**config.mk**
```make
export PLATFORM = sky130hd
export DESIGN_NAME = smc_lite
export DESIGN_NICKNAME = d
export VERILOG_FILES = /design/src/hdl/smc_pkg.sv /design/src/hdl/smc_ahb_if.sv /design/src/hdl/smc_access_fsm.sv /design/src/hdl/smc_strobe_gen.sv /design/src/hdl/smc_addr_gen.sv /design/src/hdl/smc_lite.sv
export SDC_FILE = /design/constraint.sdc
export NUM_CORES = 1
export LEC_CHECK = 0
export BUFFER_PORTS_ARGS = -buffer_cell sky130_fd_sc_hd__buf_2
export CAP_MARGIN = 40
export CORE_MARGIN = 10
export CORE_UTILIZATION = 47
export CTS_CLUSTER_DIAMETER = 200
export DETAILED_ROUTE_END_ITERATION = 16
export PLACE_DENSITY = 0.79
export SLEW_MARGIN = 40
export SYNTH_ARGS = -nofsm -noshare
export SYNTH_HDL_FRONTEND = slang
export SYNTH_SLANG_ARGS = --single-unit
```
**constraint.sdc**
```tcl
create_clock -name hclk -period 4.96 [get_ports hclk]
set_input_delay 0.992 -clock hclk [delete_from_list [all_inputs] [get_ports hclk]]
set_output_delay 0.992 -clock hclk [all_outputs]
set_load 0.03 [all_outputs]
```
**src/hdl/smc_pkg.sv**
```systemverilog
// Shared widths, access timing, AHB transfer codes and access FSM states

package smc_pkg;

  //------------------------------------------------------------
  // Bus widths
  //------------------------------------------------------------
  localparam int addr_width = 32;  // AHB and external address
  localparam int data_width = 32;  // AHB and external data
  localparam int num_lanes  = 4;   // Byte lanes on the external bus

  //------------------------------------------------------------
  // Fixed access timing, all lengths at least one cycle
  //------------------------------------------------------------
  localparam logic [1:0] csle_cycles = 2'd1;  // CS lead before strobe
  localparam logic [7:0] ws_cycles   = 8'd2;  // Strobe held this many extra cycles
  localparam logic [1:0] cste_cycles = 2'd1;  // Bus float after strobe

  // Data-phase cycles with hready low
  localparam int access_cycles = csle_cycles + ws_cycles + 1 + cste_cycles;

  //------------------------------------------------------------
  // AHB codes
  //------------------------------------------------------------
  typedef enum logic [1:0] {
    trans_idle   = 2'b00,
    trans_busy   = 2'b01,
    trans_nonseq = 2'b10,
    trans_seq    = 2'b11
  } htrans_t;

  typedef enum logic [2:0] {
    size_byte = 3'b000,
    size_half = 3'b001,
    size_word = 3'b010
  } hsize_t;

  // Access sequencer states
  typedef enum logic [1:0] {
    st_idle,    // No access
    st_lead,    // CS low, strobes not yet
    st_strobe,  // Read or write strobe low
    st_trail    // CS low, bus floating
  } smc_state_t;

endpackage

```
**src/hdl/smc_ahb_if.sv**
```systemverilog
// AHB-Lite slave front end: transfer qualify, hready stretch, read data return

`timescale 1ns/1ps

module smc_ahb_if import smc_pkg::*; (
  input  logic                  hclk,
  input  logic                  rst,
  // AHB slave side
  input  logic [addr_width-1:0] haddr,
  input  htrans_t               htrans,
  input  logic                  hsel,
  input  logic                  hwrite,
  input  hsize_t                hsize,
  input  logic [data_width-1:0] hwdata,
  input  logic                  hready,      // Muxed bus ready
  // External read data and sequencer status
  input  logic [data_width-1:0] data_smc,
  input  logic                  latch_data,  // Last strobe cycle
  input  logic                  smc_done,    // Last trail cycle
  // Back to the master
  output logic                  smc_valid,
  output logic                  smc_hready,
  output logic [data_width-1:0] smc_hrdata,
  // To the sequencer and output stages
  output logic                  new_access,
  output logic [addr_width-1:0] addr,
  output hsize_t                xfer_size,
  output logic                  n_read,      // Low for a read
  output logic [data_width-1:0] write_data
);

  logic                  accept;     // Valid transfer in this address phase
  logic                  stretch;    // Data phase in progress
  logic [data_width-1:0] wdata_q;    // hwdata held for the rest of the access

  //------------------------------------------------------------
  // Address phase
  //------------------------------------------------------------
  // Only NONSEQ and SEQ move data, IDLE and BUSY are ignored
  assign accept = hsel && hready &&
                  ((htrans == trans_nonseq) || (htrans == trans_seq));

  assign smc_valid = accept;  // Address acknowledge, same cycle

  // Control state
  always_ff @(posedge hclk) begin
    if (rst) begin
      new_access <= 1'b0;
      stretch    <= 1'b0;
      n_read     <= 1'b1;
    end else begin
      new_access <= accept;  // Pulse in first data-phase cycle
      if (accept) begin
        stretch <= 1'b1;
        n_read  <= hwrite;   // Write keeps n_read high
      end else if (smc_done) begin
        stretch <= 1'b0;
      end
    end
  end

  // Address and size held until the next accepted transfer
  always_ff @(posedge hclk) begin
    if (accept) begin
      addr      <= haddr;
      xfer_size <= hsize;
    end
  end

  //------------------------------------------------------------
  // Data phase
  //------------------------------------------------------------
  // hwdata is only valid in the first data-phase cycle
  always_ff @(posedge hclk) begin
    if (new_access) begin
      wdata_q <= hwdata;
    end
  end

  // Pass straight through while new_access, held copy afterwards
  assign write_data = new_access ? hwdata : wdata_q;

  // Read data sampled at the end of the strobe
  always_ff @(posedge hclk) begin
    if (latch_data && !n_read) begin
      smc_hrdata <= data_smc;
    end
  end

  // Low for the whole access, completes in the trail cycle
  assign smc_hready = !stretch || smc_done;

endmodule

```
**src/hdl/smc_access_fsm.sv**
```systemverilog
// Access sequencer FSM with a shared down-counter for lead, strobe and trail

`timescale 1ns/1ps

module smc_access_fsm import smc_pkg::*; (
  input  logic       hclk,
  input  logic       rst,
  input  logic       new_access,      // From AHB front end
  output smc_state_t smc_state,       // Registered current state
  output smc_state_t smc_next_state,  // Registered by output stages
  output logic       smc_done,        // Last cycle of the access
  output logic       latch_data       // Read sample point
);

  logic [7:0] cnt;    // Cycles left in current state minus one
  logic [7:0] cnt_d;  // Counter next value
  logic       cnt_zero;

  assign cnt_zero = (cnt == 8'd0);

  //------------------------------------------------------------
  // Next state and counter reload
  //------------------------------------------------------------
  always_comb begin
    smc_next_state = smc_state;
    cnt_d          = cnt;
    case (smc_state)
      st_idle: begin
        if (new_access) begin
          smc_next_state = st_lead;
          cnt_d          = {6'd0, csle_cycles} - 8'd1;  // Lead length
        end
      end
      st_lead: begin
        if (cnt_zero) begin
          smc_next_state = st_strobe;
          cnt_d          = ws_cycles;  // One cycle plus the wait states
        end else begin
          cnt_d = cnt - 8'd1;
        end
      end
      st_strobe: begin
        if (cnt_zero) begin
          smc_next_state = st_trail;
          cnt_d          = {6'd0, cste_cycles} - 8'd1;  // Bus float
        end else begin
          cnt_d = cnt - 8'd1;
        end
      end
      st_trail: begin
        if (cnt_zero) begin
          smc_next_state = st_idle;
        end else begin
          cnt_d = cnt - 8'd1;
        end
      end
      default: begin
        smc_next_state = st_idle;  // Unused encoding
      end
    endcase
  end

  //------------------------------------------------------------
  // State and counter registers
  //------------------------------------------------------------
  always_ff @(posedge hclk) begin
    if (rst) begin
      smc_state <= st_idle;
      cnt       <= 8'd0;
    end else begin
      smc_state <= smc_next_state;
      cnt       <= cnt_d;
    end
  end

  // Status decodes
  assign smc_done   = (smc_state == st_trail) && cnt_zero;   // AHB completes here
  assign latch_data = (smc_state == st_strobe) && cnt_zero;  // Data settled at strobe end

endmodule

```
**src/hdl/smc_strobe_gen.sv**
```systemverilog
// External bus strobes: chip select, read, write, write lanes, output enable, busy

`timescale 1ns/1ps

module smc_strobe_gen import smc_pkg::*; (
  input  logic                 hclk,
  input  logic                 rst,
  input  smc_state_t           smc_next_state,
  input  logic                 n_read,        // Stored direction, low for read
  input  logic [num_lanes-1:0] lane_en,       // Active lanes from address stage
  output logic                 smc_n_cs,
  output logic                 smc_n_rd,
  output logic                 smc_n_wr,
  output logic [num_lanes-1:0] smc_n_we,
  output logic                 smc_n_ext_oe,  // Write data driver enable
  output logic                 smc_busy
);

  logic in_access;  // Any state but idle next cycle
  logic in_strobe;  // Strobe window next cycle
  logic rd_d;
  logic wr_d;

  //------------------------------------------------------------
  // Decode from next state
  //------------------------------------------------------------
  assign in_access = (smc_next_state != st_idle);
  assign in_strobe = (smc_next_state == st_strobe);

  assign rd_d = in_strobe && !n_read;
  assign wr_d = in_strobe && n_read;

  //------------------------------------------------------------
  // Output registers, line up with smc_state
  //------------------------------------------------------------
  always_ff @(posedge hclk) begin
    if (rst) begin
      smc_n_cs     <= 1'b1;
      smc_n_rd     <= 1'b1;
      smc_n_wr     <= 1'b1;
      smc_n_we     <= '1;
      smc_n_ext_oe <= 1'b1;
      smc_busy     <= 1'b0;
    end else begin
      smc_n_cs     <= !in_access;             // Lead, strobe and trail
      smc_n_rd     <= !rd_d;
      smc_n_wr     <= !wr_d;
      smc_n_we     <= ~({num_lanes{wr_d}} & lane_en);  // Only enabled lanes
      smc_n_ext_oe <= !(in_access && n_read);  // Drive bus for whole write access
      smc_busy     <= in_access;               // Tracks chip select
    end
  end

endmodule

```
**src/hdl/smc_addr_gen.sv**
```systemverilog
// External address, byte enable decode and write data registers

`timescale 1ns/1ps

module smc_addr_gen import smc_pkg::*; (
  input  logic                  hclk,
  input  logic                  rst,
  input  logic                  new_access,
  input  logic [addr_width-1:0] addr,
  input  hsize_t                xfer_size,
  input  logic [data_width-1:0] write_data,
  output logic [addr_width-1:0] smc_addr,
  output logic [num_lanes-1:0]  smc_n_be,  // Active low
  output logic [data_width-1:0] smc_data,
  output logic [num_lanes-1:0]  lane_en    // Active high, to strobe stage
);

  logic [num_lanes-1:0] be_dec;  // Lanes touched by this transfer

  //------------------------------------------------------------
  // Lane decode from size and low address bits
  //------------------------------------------------------------
  always_comb begin
    case (xfer_size)
      size_byte: be_dec = {{(num_lanes-1){1'b0}}, 1'b1} << addr[1:0];
      size_half: be_dec = addr[1] ? 4'b1100 : 4'b0011;
      default:   be_dec = '1;  // Word
    endcase
  end

  // Lane enables held for the access
  always_ff @(posedge hclk) begin
    if (rst) begin
      smc_n_be <= '1;
      lane_en  <= '0;
    end else if (new_access) begin
      smc_n_be <= ~be_dec;
      lane_en  <= be_dec;
    end
  end

  // Address and write data
  always_ff @(posedge hclk) begin
    if (new_access) begin
      smc_addr <= addr;
      smc_data <= write_data;  // Full word, lanes picked by smc_n_we
    end
  end

endmodule

```
**src/hdl/smc_lite.sv**
```systemverilog
// Static memory controller top: AHB front end, access FSM, strobe and address stages

`timescale 1ns/1ps

module smc_lite import smc_pkg::*; (
  input  logic                  hclk,
  input  logic                  rst,
  // AHB-Lite slave
  input  logic [addr_width-1:0] haddr,
  input  htrans_t               htrans,
  input  logic                  hsel,
  input  logic                  hwrite,
  input  hsize_t                hsize,
  input  logic [data_width-1:0] hwdata,
  input  logic                  hready,
  output logic [data_width-1:0] smc_hrdata,
  output logic                  smc_hready,
  output logic                  smc_valid,
  // External SRAM bus
  input  logic [data_width-1:0] data_smc,
  output logic [addr_width-1:0] smc_addr,
  output logic [data_width-1:0] smc_data,
  output logic [num_lanes-1:0]  smc_n_be,
  output logic                  smc_n_cs,
  output logic                  smc_n_wr,
  output logic [num_lanes-1:0]  smc_n_we,
  output logic                  smc_n_rd,
  output logic                  smc_n_ext_oe,
  output logic                  smc_busy
);

  logic                  new_access;
  logic [addr_width-1:0] addr;
  hsize_t                xfer_size;
  logic                  n_read;
  logic [data_width-1:0] write_data;
  smc_state_t            smc_state;
  smc_state_t            smc_next_state;
  logic                  smc_done;
  logic                  latch_data;
  logic [num_lanes-1:0]  lane_en;

  smc_ahb_if i_ahb_if (
    .hclk, .rst, .haddr, .htrans, .hsel, .hwrite, .hsize, .hwdata, .hready,
    .data_smc, .latch_data, .smc_done,
    .smc_valid, .smc_hready, .smc_hrdata,
    .new_access, .addr, .xfer_size, .n_read, .write_data
  );

  smc_access_fsm i_access_fsm (
    .hclk, .rst, .new_access,
    .smc_state, .smc_next_state, .smc_done, .latch_data
  );

  // Strobe and address stages run side by side off the FSM
  smc_strobe_gen i_strobe_gen (
    .hclk, .rst, .smc_next_state, .n_read, .lane_en,
    .smc_n_cs, .smc_n_rd, .smc_n_wr, .smc_n_we, .smc_n_ext_oe, .smc_busy
  );

  smc_addr_gen i_addr_gen (
    .hclk, .rst, .new_access, .addr, .xfer_size, .write_data,
    .smc_addr, .smc_n_be, .smc_data, .lane_en
  );

endmodule

```
==> summary.md <==
| Metric | Value |
|---|---|
| Status | `finished clean` |
| Cell area after layout | `7010 sq um` |
| Setup TNS Final | `0 ns` |
| FMAX | `325 MHz` |
| Fillers | `806` |
| Final std cells w/o fill | `656` |
| Logic pwr share | `0.130` |
| Die Y | `125 microns` |
| Iteration count of the initial detailed-routing pass | `4` |
| Crit Path Class | `flip-flop to output pin` |
| # rows | `38` |
| Num CTS Buffers | `17` |
| Post-Synth XOR/XNOR Area | `0.00168` |
| DR vias/cell | `4.77` |
| Antenna viol nets, final | `0` |
| Fin crit share | `0.620` |
| CP Cell Sequence | `nor4_4 > nand4_1 > nand2_1 > buf_2` |
| Total power | `3.21 mW` |
| Req. time, crit path | `3.97 ns` |
| Commonest non-fill, non-tap cells in the layout | `buf_2, edfxtp_1, dfxtp_1` |
| GRT Residual Overflow | `0` |
| First-pass GRT wire length | `18500 microns` |
| CP max stage delay | `0.60 ns` |
| Synthesized Nets | `380` |
| Final WL | `12200 microns` |
| Initial Util | `0.480` |
| Max cap viols | `0` |
| Max Clock Skew | `0.00620 ns` |
| Psw | `0.843 mW` |
| Final hold vios | `0` |
| Prevailing post-synth register cell | `edfxtp_1` |
| Antenna violations before repair | `1` |
| Syn Inst Count | `272` |
| Flops & latches, synth | `161` |
| Mux cell area share after synthesis | `0.00192` |
| Number of global-route vias before repair | `3272` |
| Via Count | `3127` |
| FFs w/ async S/R, synth | `0` |
| Clk Latency, worst-skew pair | `0.51 ns` |
| Element type at the critical path start | `flip-flop` |
| Yosys warns | `0` |
| Deepest clock path buffer count | `2` |
| Max-slew headroom | `0.583` |
| All-layer global routing usage | `0.153` |
| Avg WL per Cell | `18.5 microns` |
| I/O Buffers | `215` |
| Sequential fraction of the synthesis area | `0.871` |
| Worst setup EP type | `output pin` |
| Power Density | `458 nW/um^2` |
| # hold bufs at CTS | `0` |
| Multi-input logic area | `593 sq um` |
| H-tree levels | `4` |
| Tmin final | `3.08 ns` |
| Crit path DAT | `2.08 ns` |
| Adder-cell share of the synthesized area | `0.00480` |
| DIE WIDTH | `125 microns` |
| Cell Int Power | `2.37 mW` |
| Core box area | `10800 sq um` |
| Drt drc | `0` |
| CP Max Fanout | `11` |
| Placed wire-length estimate | `9400 microns` |
| Inst Count DP | `623` |
| Library cells used by synthesis | `41` |
| TritonCTS clock tree | `yes` |
| GP Congestion | `0.814` |
| Share of layout cells above drive strength 1 | `0.507` |
| Worst min-delay path class | `flip-flop to flip-flop` |
| Layout Nets | `610` |
| CTS Sinks | `161` |
| Most common cell after layout, fill and taps aside | `buf_2` |
| Compound-gate portion of the synthesized area | `0.0435` |
| Post-Syn Area | `5210 sq um` |
| Worst-margin pin slew | `0.620 ns` |
| Fraction of power spent switching nets | `0.263` |
| Simple-Gate Fraction of Synth Area | `0.0610` |
| Post-synth EDFFs | `131` |
| Largest family of logic cells by synthesized area | `simple AND/OR/NAND/NOR gates` |
| Sequential Power Share | `0.497` |
| Register area | `4540 sq um` |
| Syn Area/Cell | `19.1 sq um` |
| Placed Area | `6440 sq um` |
| Leakage | `2.81 nW` |
| Die area | `15700 sq um` |
| Clock root cell | `clkbuf_8` |
| Post-CTS Repair Setup Buffers | `0` |
| Post-CTS resize count | `0` |
| Final count of pins violating max slew | `0` |
| I/O Pins | `217` |
| Clock network power share | `0.373` |
| RSZ-0062 raised after global routing | `no` |
| Largest net degree at the start of global routing | `76` |
| Setup violators final | `0` |
| Drt first-iter violations | `241` |
| CP max stage cell | `nor4_4` |
| P&R area growth vs syn | `34.5%` |
| CTS clock-pin slew for the worst setup and hold paths | `0.06 ns` |
| Maximum VDD drop | `0.000258 V` |
[registers in the layout, summed over array words and instances (netlist names), 2 cells and up]
signal / flops
i_strobe_gen.smc_n_we: 4
i_access_fsm.cnt: 8
i_ahb_if.smc_hrdata: 32
i_addr_gen.smc_addr: 32
i_addr_gen.smc_data: 32
i_ahb_if.addr: 32
i_access_fsm.smc_state: 2
i_ahb_if.xfer_size: 3
i_addr_gen.lane_en: 4
i_addr_gen.smc_n_be: 4
[power groups by stage]
stage	registers, mW	clock network (mW)	logic, mW
floorplan	1.66	0	0.279
global placement	1.62	0	0.400
detailed placement	1.62	0	0.419
CTS	1.60	1.22	0.420
global route	1.61	1.29	0.470
finish	1.60	1.20	0.418
[worst max-delay path, delay by kind of cell, from the launching register on]
| family | cells | cell delay (ns) |
|---|---|---|
| buf+inv | 1 | 0.23 |
| flops | 1 | 0.36 |
| simple gates | 3 | 0.97 |
[through the flow]
stage                     hold slack [ns]   util  setup WS (ns)
after floorplan                     0.358      -           1.04
after global placement              0.368  0.594           2.33
after detailed placement            0.372  0.594           2.29
after CTS                           0.390  0.646           1.86
after global routing                0.409  0.646           1.68
final                               0.388  0.646           1.88
[path summary, 6_finish.rpt]
kind                                 startpoint                                   to  slack, ns  depth (start not counted)
max            i_access_fsm.cnt[2]$_SDFFE_PP0P_                           smc_hready       1.88                          4
min reg2reg  i_addr_gen.lane_en[3]$_SDFFE_PP0P_  i_strobe_gen.smc_n_we[3]$_SDFF_PP1_       0.39                          1
min          i_addr_gen.lane_en[3]$_SDFFE_PP0P_  i_strobe_gen.smc_n_we[3]$_SDFF_PP1_       0.39                          1
max reg2reg    i_access_fsm.cnt[2]$_SDFFE_PP0P_     i_ahb_if.smc_hrdata[1]$_DFFE_PP_       2.74                          4
[layer usage]
layer,track usage,up-vias,wire (microns)
met4,0.0718,0,348
li1,-,1492,-
met3,0.0587,27,971
met1,0.159,1468,4340
met2,0.268,140,6510
met5,0,-,0
[synthesized netlist by cell type, types with 2 or more instances]
library cell    n  area share
buf_2           3      0.0029
buf_6           2      0.0043
nor3b_1         2      0.0029
or3_1           6      0.0072
o21a_1          3      0.0043
nor3_1          2      0.0019
ha_1            2      0.0048
edfxtp_1      131        0.76
nor2_1          9      0.0065
o21ai_0        13       0.012
dfxtp_1        30        0.12
nand3_1         5      0.0048
and3_2          2      0.0029
a21oi_1        12       0.012
inv_1          10      0.0072
nand2_1        13      0.0094
nor2b_1         3      0.0036
[kinds of logic after synthesis]
logic type	count (synthesis)
AO/OA/AOI/OAI	37
XOR/XNOR	1
adder cells (fa/ha/maj)	2
buffers and inverters	17
flip-flops	161
multiplexers	1
AND/OR/NAND/NOR	53
[layout make-up]
class                   instances  area share
flip-flops and latches        161       0.647
repair buffers                218       0.157
multi-input cells              94      0.0847
clock buffers                  19      0.0632
well taps                     140      0.0250
clock inverters                13      0.0166
inverters                      10     0.00536
diodes                          1    0.000357
No activity file was read; power rests on OpenSTA's default activity.
